### src/rtl/ics32_pkg.sv
// ---------------------------------------------------------
// shared definitions for the CPU peripheral fabric
// address map, region codes and decoder state encoding
// referenced by scoped name from every RTL module
// ---------------------------------------------------------

`default_nettype none

package ics32_pkg;

    // cpu address bus
    localparam int addr_width = 24;

    // top nibble of the address picks the region
    localparam int region_msb = 23;
    localparam int region_lsb = 20;

    localparam logic [3:0] ram_region    = 4'd0;
    localparam logic [3:0] status_region = 4'd1;
    localparam logic [3:0] dsp_region    = 4'd2;
    localparam logic [3:0] irq_region    = 4'd3;

    // 8KB of cpu ram as 32 bit words
    localparam int ram_words = 2048;

    // frame end and raster hit
    localparam int irq_count = 2;

    typedef enum logic [2:0] {
        region_ram,
        region_status,
        region_dsp,
        region_irq,
        region_none
    } region_t;

    typedef enum logic [1:0] {
        state_idle,
        state_access,
        state_respond,
        state_wait_release
    } decode_state_t;

endpackage

`default_nettype wire
### src/rtl/dsp_status_regs.sv
// ---------------------------------------------------------
// memory mapped 16x16 signed multiplier and the two bit
// status register that lights the board leds
// ---------------------------------------------------------

`default_nettype none

module dsp_status_regs (
    input  wire                                 vdp_clk,
    input  wire                                 vdp_reset,
    input  wire                                 dsp_write_en,
    input  wire                                 status_write_en,
    input  wire [ics32_pkg::addr_width-1:0]     mem_addr,
    input  wire [31:0]                          mem_wdata,
    output logic [31:0]                         dsp_result,
    output logic [1:0]                          status
);
    logic [15:0] dsp_mult_a;
    logic [15:0] dsp_mult_b;

    // address bit 2 picks operand b
    always_ff @(posedge vdp_clk) begin
        if (vdp_reset) begin
            dsp_mult_a <= 16'h0;
            dsp_mult_b <= 16'h0;
        end else begin
            if (dsp_write_en && !mem_addr[2]) begin
                dsp_mult_a <= mem_wdata[15:0];
            end
            if (dsp_write_en && mem_addr[2]) begin
                dsp_mult_b <= mem_wdata[15:0];
            end
        end
    end

    // product follows the operands one cycle later
    always_ff @(posedge vdp_clk) begin
        dsp_result <= $signed(dsp_mult_a) * $signed(dsp_mult_b);
    end

    // red led on out of reset
    always_ff @(posedge vdp_clk) begin
        if (vdp_reset) begin
            status <= 2'b01;
        end else if (status_write_en) begin
            status <= mem_wdata[1:0];
        end
    end

endmodule

`default_nettype wire

### config.mk
export PLATFORM = sky130hd
export DESIGN_NAME = dsp_status_regs
export DESIGN_NICKNAME = d
export VERILOG_FILES = /design/src/rtl/ics32_pkg.sv /design/src/rtl/dsp_status_regs.sv
export SDC_FILE = /design/constraint.sdc
export NUM_CORES = 1
export LEC_CHECK = 0
export BUFFER_PORTS_ARGS = -buffer_cell sky130_fd_sc_hd__buf_4
export CAP_MARGIN = 0
export CORE_MARGIN = 1.5
export CORE_UTILIZATION = 28
export DETAILED_ROUTE_END_ITERATION = 16
export SYNTH_ARGS = -nofsm -noshare
export SYNTH_HDL_FRONTEND = slang
export SYNTH_SLANG_ARGS = --single-unit
### constraint.sdc
create_clock -name vdp_clk -period 17.35 [get_ports vdp_clk]
set_input_delay 1.735 -clock vdp_clk [delete_from_list [all_inputs] [get_ports vdp_clk]]
set_output_delay 1.735 -clock vdp_clk [all_outputs]
set_load 0.03 [all_outputs]
Word level (Yosys, flattened, before mapping)
Cells that the tools add are included.

cells by class
  multipliers = 1
  reductions and logical operators = 3

operators with widths
  kind                          count
  multiplier 16 x 16 -> 32 bit  1
  logical AND 1 bit             2
  zero test 1 bit               1

storage, ports and cells
  flip-flop bits (word level) = 66
  output and inout bits = 34

Logic depth before layout (Yosys ltp)
Gate-level depths: netlist of run 1.

  depth in word-level cells = 2
  gate-level depth with buffers = 23
  mapped depth without buffers = 20

Worst setup path before layout of run 1
OpenSTA, ideal clock, no wires.

  path type = reg-to-reg
  start = register dsp_mult_b[7]
  end = register dsp_result[25]
  library setup time = 73 ps
  arrival time = 5824 ps
  required time = 17277 ps
  path slack = 11453 ps
  cell stages (with the launch flop) = 23
  period minus slack after synthesis = 5897 ps
  path through = dfxtp_1 clkbuf_1 clkbuf_1 nand2_1 fa_1 inv_1 fa_1 inv_1 fa_1 inv_1 fa_1 fa_1 inv_1 fa_1 inv_1 ha_1 and3_2 a221o_1 a21oi_2 o211ai_2 or2_1 a2111o_1 o211ai_2

between the ends
  longest elaborated chain between the ends = 1

RTL lines
  element                       RTL line               text
  from (decl)                   dsp_status_regs.sv:19  logic [15:0] dsp_mult_b;
  from (signal assigned)        dsp_status_regs.sv:31  dsp_mult_b <= mem_wdata[15:0];
  multiplier 16 x 16 -> 32 bit  dsp_status_regs.sv:38  dsp_result <= $signed(dsp_mult_a) * $signed(dsp_mult_b);
  to (signal assigned)          dsp_status_regs.sv:38
  to (decl)                     dsp_status_regs.sv:15  output logic [31:0] dsp_result,

Every way passes these cells.
A chain may end at the register's enable or synchronous reset.

Final worst setup path of run 1
  start = register dsp_mult_a[7]
  end = register dsp_result[25]

between the ends
  longest elaborated chain between the ends = 1

RTL lines
  element                       RTL line               text
  from (decl)                   dsp_status_regs.sv:18  logic [15:0] dsp_mult_a;
  from (signal assigned)        dsp_status_regs.sv:28  dsp_mult_a <= mem_wdata[15:0];
  multiplier 16 x 16 -> 32 bit  dsp_status_regs.sv:38

Every way passes these cells.

==> results.json, run 1 <==
{
  "cts.repair.resized": 0,
  "hold_path_depth": 2,
  "synth_top_family_by_area": "adder cells",
  "vias": 8102,
  "gp_congestion": 0.791,
  "muxShareOfSynthArea": 0.000857,
  "core-area_um2": 41000,
  "startpoint_type": "flip-flop",
  "status": "completed",
  "dpl-instance-area_um2": 12600,
  "synth_edf_count": 0,
  "rr_startpoint": "dsp_mult_a[7]$_SDFFE_PP0P_",
  "fin_util": 0.315,
  "wirelength_mm": 26.2,
  "syn-instance-count": 1264,
  "synth-seq-cells": 66,
  "dieWidth_um": 207,
  "finalClockSkew_ns": 0.0139,
  "cts_sinks": 66,
  "final_area_um2": 12900,
  "fp-row-count": 74,
  "whs_ns": 0.498,
  "hold_viol_final": 0,
  "clockRootBuffer": "clkbuf_16",
  "h-tree-depth": 3,
  "io_buffer_count": 54,
  "cts_tree": "yes",
  "grt_pass1_vias": 8757,
  "clock_tree.buffer_depth": 2,
  "grt_first_pass_wirelength_mm": 44.8,
  "finalPower_w": 0.000565,
  "min-delay-start": "status[1]$_SDFFE_PP0P_",
  "ios": 94,
  "drt_iter0_drc": 383,
  "drv_cap": 0,
  "cts_setup_buffers": 0,
  "nets": 1687,
  "ys_warn_count": 0,
  "rrSetupSlack_ns": 10.87,
  "postSynthAreaPerCell_um2": 9.24,
  "max_freq_mhz": 154,
  "synth_cell_types": 49,
  "clkTransAtPathRegs_ns": 0.06,
  "cts_buffers": 9,
  "synth-simple-area-share": 0.154,
  "dp_hpwl_mm": 21.2,
  "grt_max_degree": 35,
  "grt.overflow.total": 0,
  "synth_top_area_share": 0.449,
  "post_drt_wl_per_cell_um": 14.4,
  "synth_compound_area_frac": 0.0618,
  "syn_to_final_growth_pct": 10.6,
  "synth.area.top_cells": "fa_1 (45%), dfxtp_1 (11%), inv_1 (9.2%)",
  "crit_type": "reg2reg",
  "async_reset_ff_frac": 0,
  "synth-main-ff-cell": "dfxtp_1",
  "hp-class": "reg2reg",
  "rsz0062_at_grt": "no",
  "start_util": 0.285,
  "powerDensity_nw_per_um2": 43.8,
  "maxSlewHeadroom": 0.456,
  "ir_drop_v": 0.0000442,
  "vias_per_cell": 4.45,
  "gr-usage-all-layers": 0.131,
  "netlist_area_um2": 11700,
  "min_to": "status[1]$_SDFFE_PP0P_",
  "synth_adder_area_share": 0.537,
  "multi_input_area_um2": 9090,
  "worst_slew_pin_slew_ns": 0.815,
  "synthXorXnorAreaFrac": 0.0247,
  "antenna_cells": 0,
  "cts_hold_buf": 0,
  "nFillCells": 4269,
  "fin_tns_setup_ns": 0,
  "min_period_over_period": 0.373,
  "cp.arrival_ns": 6.77,
  "setup_viol": 0,
  "yosysTopAreaCell": "fa_1",
  "clock_latency_ns": 0.36,
  "cp.required_ns": 17.64,
  "antenna_found_initial": 0,
  "regArea_um2": 1320,
  "finalMaxSlewViolations": 0,
  "syn-num-nets": 1668,
  "yosysSeqAreaShare": 0.113,
  "worstRegToRegCells": 20,
  "drt-pass1-iter-count": 6,
  "final_antenna_net_count": 0,
  "end_kind": "flip-flop",
  "die_y_um": 207,
  "drc": 0,
  "power.leakage_nw": 6.59,
  "cp_max_fo": 17,
  "r2r_end": "dsp_result[25]$_DFF_P_",
  "drive_gt1_frac": 0.0637,
  "min_period_ns": 6.48,
  "die_area_um2": 42900
}
==> area by class of cell <==
cell class,instances,area share
inverters,287,0.0834
well taps,532,0.0515
multi-input cells,862,0.704
flip-flops and latches,66,0.102
clock inverters,7,0.00833
clock buffers,9,0.0174
repair buffers,57,0.0331
==> power breakdown <==
part           switching [W]  internal [W]  leakage (nW)
sequential         0.0000230      0.000167         0.541
combinational      0.0000947     0.0000644          5.89
clock              0.0000867      0.000129         0.160
==> sequential cells by signal, summed over array words and instances (netlist names) <==
| register | cells |
|---|---|
| dsp_result | 32 |
| dsp_mult_a | 16 |
| status | 2 |
| dsp_mult_b | 16 |
==> synth_stat cells, types with 2 or more instances <==
master,count
and4_1,2
o21a_1,4
o211ai_2,2
nand4_1,2
o31ai_1,2
o2111ai_1,2
and3_1,3
ha_1,82
fa_1,262
xor2_1,8
xnor2_1,25
nor3_1,2
a21o_1,13
o21bai_1,4
a311oi_1,2
nor2b_1,2
clkbuf_1,47
nand2_1,192
o21ai_0,11
a21o_2,2
nand2b_1,8
nor4_1,2
and2_1,127
a211oi_1,3
dfxtp_1,66
a31oi_1,3
nand3_1,6
nor2_1,21
a21oi_1,51
o211ai_1,3
inv_1,287
==> worst max-delay path, stage by stage (launching register included) <==
cell and delay, ns:
dfxtp_1 0.85, nand2_1 0.18, fa_1 0.56, inv_1 0.05, fa_1 0.49, inv_1 0.05
fa_1 0.55, inv_1 0.06, fa_1 0.46, fa_1 0.49, inv_1 0.05, fa_1 0.47
inv_1 0.04, ha_1 0.34, and3_2 0.22, a221o_1 0.38, a21oi_2 0.16, o211ai_2 0.22
or2_1 0.30, a2111o_1 0.42, o211ai_2 0.07
==> worst max path at each step <==
stage / start / end / slack, ns
CTS: dsp_mult_a[7]$_SDFFE_PP0P_ / dsp_result[25]$_DFF_P_ / 10.89
floorplan: dsp_mult_b[7]$_SDFFE_PP0P_ / dsp_result[25]$_DFF_P_ / 11.45
finish: dsp_mult_a[7]$_SDFFE_PP0P_ / dsp_result[25]$_DFF_P_ / 10.87
detailed placement: dsp_mult_b[7]$_SDFFE_PP0P_ / dsp_result[25]$_DFF_P_ / 10.92
global placement: dsp_mult_a[7]$_SDFFE_PP0P_ / dsp_result[28]$_DFF_P_ / 10.92
global route: dsp_mult_b[7]$_SDFFE_PP0P_ / dsp_result[28]$_DFF_P_ / 10.60
==> logic make-up after synthesis <==
family,after synthesis
simple gates,372
fa+ha+maj,344
buf+inv,336
compound gates,112
flops,66
xor+xnor,33
mux,1
==> through the flow <==
step | cells | setup WS (ns)
after floorplan | 1264 | 11.45
after global placement | 1804 | 10.92
after detailed placement | 1804 | 10.92
after CTS | 1820 | 10.89
after global routing | 1820 | 10.60
final | 1820 | 10.87
==> layer usage <==
layer  up-vias  wire [um]  GRT usage
li1       3779          -          -
met1      4151      11700      0.172
met2       155      13000      0.225
met3        17       1210     0.0219
met4         0        296     0.0276
met5         -          0          0
==> placed cells by master, fill, tap and decap left out, types with 3 or more instances in the layout <==
master,Yosys,routed
nor2_1,21,21
dfxtp_1,66,66
and2_1,127,127
nand3_1,6,6
xnor2_1,25,25
a21o_1,13,13
nand2_1,192,192
inv_1,287,287
o21a_1,4,4
a211oi_1,3,3
fa_1,262,262
o21ai_0,11,11
o211ai_1,3,3
a21oi_1,51,51
and3_1,3,3
ha_1,82,82
buf_4,0,57
o21bai_1,4,4
a31oi_1,3,3
nand2b_1,8,8
clkbuf_16,0,9
xor2_1,8,8
Power figures use the tool's default switching activity.
==> inputs of run 2 (changes only) <==
clock period = 6.1 ns   (was 17.35 ns; I/O delays follow)
==> results.json, run 2 (synthesis results as in run 1) <==
{
  "power.leakage_nw": 6.97,
  "grt.overflow.total": 0,
  "met3_length_mm": 1.33,
  "pre_cts_ws_ns": -0.0602,
  "antenna_cells": 0,
  "fin_ws_ns": 0.186,
  "clock_tree.buffer_depth": 2,
  "fin_tns_setup_ns": 0,
  "reg_top3": "dsp_result (32), dsp_mult_a (16), dsp_mult_b (16)",
  "r2r_end": "dsp_result[25]$_DFF_P_",
  "gr-usage-all-layers": 0.134,
  "max_freq_mhz": 169,
  "setup_viol": 0,
  "min_period_over_period": 0.969,
  "vias": 8212,
  "powerDensity_nw_per_um2": 122,
  "startpoint_type": "flip-flop",
  "nets": 1756,
  "io_buffer_count": 54,
  "maxSlewHeadroom": 0.191,
  "final_cell_mix": "inv_1 (287), fa_1 (261), nand2_1 (191), and2_1 (127), buf_4 (123)",
  "slowest_delay_ns": 0.54,
  "violations": "design-rule violations",
  "cp_max_fo": 6,
  "met1_length_mm": 12.1,
  "status": "finished with violations",
  "cp.required_ns": 6.39,
  "regArea_um2": 1340,
  "h-tree-depth": 3,
  "hold_path_depth": 2,
  "met2_length_mm": 12.8,
  "min_to": "status[0]$_SDFFE_PP1P_",
  "die_area_um2": 42900,
  "cp.arrival_ns": 6.21,
  "die_y_um": 207,
  "finalMaxSlewViolations": 0,
  "hold_viol_final": 0,
  "dieWidth_um": 207,
  "fin_util": 0.330,
  "ios": 94,
  "core-area_um2": 41000,
  "ir_drop_v": 0.000126,
  "drive_gt1_frac": 0.126,
  "nFillCells": 4275,
  "final_antenna_net_count": 0,
  "fp-row-count": 74,
  "crit_path_frequent_cell": "fa_1",
  "rrSetupSlack_ns": 0.19,
  "vias_per_cell": 4.35,
  "clockRootBuffer": "clkbuf_16",
  "grt_first_pass_wirelength_mm": 46.0,
  "top_register": "dsp_result",
  "highest_layer": "met4",
  "finalClockSkew_ns": 0.0142,
  "path_cells": "buf_4 -> and2_1 -> fa_1 -> inv_1 -> fa_1 -> fa_1 -> inv_1 -> fa_1 -> fa_1 -> inv_1 -> fa_1 -> inv_1 -> ha_1 -> a21o_1 -> a221o_1 -> a21oi_2 -> o211ai_4 -> or2_1 -> a2111o_1 -> o211ai_2",
  "cts_tree": "yes",
  "grt_pass1_vias": 8880,
  "drt_iter0_drc": 362,
  "cts_buffers": 9,
  "fin_cells": 1889,
  "grt_max_degree": 35,
  "dp.cells": 1873,
  "drv_cap": 0,
  "finalPower_w": 0.00165,
  "end_kind": "flip-flop",
  "final_common_cell": "inv_1",
  "crit_type": "reg2reg",
  "dp_hpwl_mm": 22.8,
  "antenna_found_initial": 0,
  "multi_input_area_um2": 9130,
  "drt-pass1-iter-count": 11,
  "min-delay-start": "mem_wdata[0]",
  "cp_top_family": "adder cells",
  "clkTransAtPathRegs_ns": 0.07,
  "syn_to_final_growth_pct": 15.8,
  "crit_slowest_cell": "fa_1",
  "worstRegToRegCells": 20,
  "gp_congestion": 0.826,
  "worst_slew_pin_slew_ns": 1.21,
  "clock_latency_ns": 0.36,
  "wirelength_mm": 26.7,
  "start_util": 0.285,
  "rr_startpoint": "dsp_mult_a[7]$_SDFFE_PP0P_",
  "drc": 3,
  "cts_sinks": 66,
  "min_period_ns": 5.91,
  "post_drt_wl_per_cell_um": 14.1,
  "largest_reg_flops": 32,
  "hp-class": "in2reg",
  "crit_buf_inv": 5
}
[run 2: changes by cell type in the layout (fill, tap and decap cells not counted), moves of 3 or more]
cell     previous run  this run
buf_4              57       123
dfxtp_1            66        51
dfxtp_2             0        15
buf_12              0         3
[run 2: stage by stage]
stage | cell area, um^2 | hold slack, ns
after floorplan | 11700 | 0.476
after global placement | 13100 | 0.478
after detailed placement | 13100 | 0.492
after CTS | 13500 | 0.469
after global routing | 13500 | 0.480
final | 13500 | 0.485
[run 2: cell type report]
cell class / instances / share of cell area
multi-input cells: 862 / 0.675
flip-flops and latches: 66 / 0.0991
repair buffers: 126 / 0.0727
well taps: 532 / 0.0492
clock inverters: 7 / 0.00796
inverters: 287 / 0.0797
clock buffers: 9 / 0.0167
[run 2: layer usage]
| layer | GRT usage | vias to the layer above |
|---|---|---|
| li1 | - | 3913 |
| met1 | 0.177 | 4113 |
| met2 | 0.226 | 164 |
| met3 | 0.0268 | 22 |
| met4 | 0.0309 | 0 |
| met5 | 0 | - |
[run 2: worst max-delay path by stage]
| stage | startpoint | endpoint | slack, ns | cells after the start |
|---|---|---|---|---|
| floorplan | dsp_mult_b[7]$_SDFFE_PP0P_ | dsp_result[25]$_DFF_P_ | 0.20 | 22 |
| finish | dsp_mult_a[7]$_SDFFE_PP0P_ | dsp_result[25]$_DFF_P_ | 0.19 | 20 |
| global route | dsp_mult_a[7]$_SDFFE_PP0P_ | dsp_result[25]$_DFF_P_ | -0.002 | 20 |
| global placement | dsp_mult_a[7]$_SDFFE_PP0P_ | dsp_result[28]$_DFF_P_ | 0.007 | 19 |
| detailed placement | dsp_mult_a[7]$_SDFFE_PP0P_ | dsp_result[28]$_DFF_P_ | -0.06 | 19 |
| CTS | dsp_mult_a[7]$_SDFFE_PP0P_ | dsp_result[25]$_DFF_P_ | 0.008 | 20 |
[run 2: timing repair]
action | in CTS | in global routing
pin swaps | 0 | 1
hold buffers | 0 | 0
setup buffers | 0 | 0
resized for setup | 1 | 22
setup endpoints to repair | 1 | 10
[run 2: power breakdown]
part           switching, W  internal (W)  leakage [nW]
combinational      0.000300      0.000215          6.26
sequential        0.0000394      0.000477         0.548
clock              0.000251      0.000367         0.160
total              0.000591       0.00106          6.97
[run 2: worst register-to-register path, delay by kind of cell (launching register included)]
kind	cells	cell delay [ns]
and+or+nand+nor	2	0.42
AOI/OAI and AO/OA	6	1.46
adders and majority gates	7	3.23
DFF	1	0.37
buffers and inverters	5	0.36
==> inputs of run 3 (changes only) <==
CORE_MARGIN = 2   (was 1.5)
==> results.json, run 3 (synthesis results as in run 1) <==
{
  "start_util": 0.285,
  "ios": 94,
  "finalMaxSlewViolations": 0,
  "powerDensity_nw_per_um2": 122,
  "grt_pass1_vias": 9287,
  "pre_cts_ws_ns": 0.0310,
  "gr-usage-all-layers": 0.137,
  "final_antenna_net_count": 0,
  "whs_ns": 0.479,
  "startpoint_type": "flip-flop",
  "cts_setup_buffers": 0,
  "cp.arrival_ns": 6.16,
  "min_period_over_period": 0.962,
  "p_comb_frac": 0.316,
  "fp-row-count": 74,
  "drt-pass1-iter-count": 9,
  "drive_gt1_frac": 0.126,
  "clock_tree.buffer_depth": 2,
  "clock_latency_ns": 0.36,
  "dieWidth_um": 208,
  "cp.required_ns": 6.39,
  "core-area_um2": 41000,
  "cts_hold_buf": 0,
  "finalClockSkew_ns": 0.0164,
  "dp_hpwl_mm": 23.2,
  "cts_tree": "yes",
  "drt_iter0_drc": 424,
  "rsz0062_at_grt": "no",
  "drc": 0,
  "power.leakage_nw": 6.95,
  "multi_input_area_um2": 9140,
  "clockRootBuffer": "clkbuf_16",
  "setup_viol": 0,
  "seqPwrFrac": 0.313,
  "max_freq_mhz": 170,
  "power.switching_w": 0.000590,
  "hold_viol_final": 0,
  "top_register": "dsp_result",
  "grt_max_degree": 35,
  "die_area_um2": 43400,
  "end_kind": "flip-flop",
  "vias": 8303,
  "gp_congestion": 0.836,
  "status": "completed",
  "nets": 1753,
  "regArea_um2": 1340,
  "worst_slew_pin_slew_ns": 0.654,
  "fin_ws_ns": 0.232,
  "clkTransAtPathRegs_ns": 0.06,
  "cts_buffers": 9,
  "grt.overflow.total": 0,
  "reg_top3": "dsp_result (32), dsp_mult_a (16), dsp_mult_b (16)",
  "clkPwrFrac": 0.371,
  "nFillCells": 4248,
  "fin_tns_setup_ns": 0,
  "maxSlewHeadroom": 0.564,
  "drv_cap": 0,
  "cp_max_fo": 17,
  "cts_sinks": 66,
  "ir_drop_v": 0.000116,
  "antenna_cells": 0,
  "crit_type": "reg2reg",
  "final_common_cell": "inv_1",
  "min_period_ns": 5.87,
  "dp.cells": 1870,
  "syn_to_final_growth_pct": 15.5,
  "wirelength_mm": 27.3,
  "finalPower_w": 0.00165,
  "io_buffer_count": 54,
  "hp-class": "in2reg",
  "fin_cells": 1886,
  "largest_reg_flops": 32,
  "final_cell_mix": "inv_1 (287), fa_1 (262), nand2_1 (191), and2_1 (127), buf_4 (122)",
  "p_int_w": 0.00106,
  "die_y_um": 208,
  "post_drt_wl_per_cell_um": 14.5,
  "antenna_found_initial": 0,
  "h-tree-depth": 3,
  "switching_share": 0.358,
  "vias_per_cell": 4.40,
  "grt_first_pass_wirelength_mm": 47.5
}
## run 3: cell types whose count changed in the layout (fill, tap and decap cells not counted), sizes merged
cell | previous run | this run
buf | 126 | 123
## run 3: power groups by stage
stage	clock network, W	registers, W	logic (W)
2_1_floorplan	0	0.000574	0.000271
3_3_place_gp	0	0.000529	0.000514
3_5_place_dp	0	0.000528	0.000522
4_1_cts	0.000636	0.000518	0.000524
5_1_grt	0.000648	0.000522	0.000589
6_report	0.000612	0.000516	0.000521
## run 3: stage by stage
step           utilization  area [um^2]
4_1_cts              0.327        13400
5_1_grt              0.329        13500
3_5_place_dp         0.319        13100
6_report             0.329        13500
3_3_place_gp         0.319        13100
2_1_floorplan            -        11700
## run 3: worst paths after layout
check	cells after the start	endpoint	from	slack (ns)
worst max-delay path	19	dsp_result[25]$_DFF_P_	dsp_mult_a[15]$_SDFFE_PP0P_	0.23
worst min-delay path	2	status[0]$_SDFFE_PP1P_	mem_wdata[0]	0.48
worst max register to register	19	dsp_result[25]$_DFF_P_	dsp_mult_a[15]$_SDFFE_PP0P_	0.23
worst min register to register	2	status[1]$_SDFFE_PP0P_	status[1]$_SDFFE_PP0P_	0.50
## run 3: area by class of cell
class | count | share of cell area
timing repair buffer | 123 | 0.0694
multi-input combinational | 862 | 0.678
sequential | 66 | 0.0993
tap | 532 | 0.0493
clock inverter | 7 | 0.00797
clock buffer | 9 | 0.0167
inverter | 287 | 0.0798
## run 3: layer usage
layer	GRT usage	part of all wire
met1	0.178	0.45
met2	0.239	0.50
met3	0.0251	0.047
met4	0.0258	0.0096
met5	0	0
## run 3: critical path, cell delays in order, from the launching register on
cell and delay (ns):
dfxtp_1 0.32, buf_12 0.15, nand2_1 0.12, inv_1 0.10
fa_1 0.67, fa_1 0.48, fa_1 0.50, fa_1 0.53
fa_1 0.49, inv_1 0.05, fa_1 0.47, inv_1 0.04
ha_1 0.33, a21o_1 0.19, o21bai_1 0.17, a21oi_1 0.25
o211ai_4 0.17, or2_1 0.25, a2111o_1 0.42, o211ai_2 0.08
## run 3: what timing repair did
item / in CTS / in global routing
gates resized for setup: 0 / 26
hold endpoints to repair: 0 / 0
endpoints found under the setup margin: 0 / 11
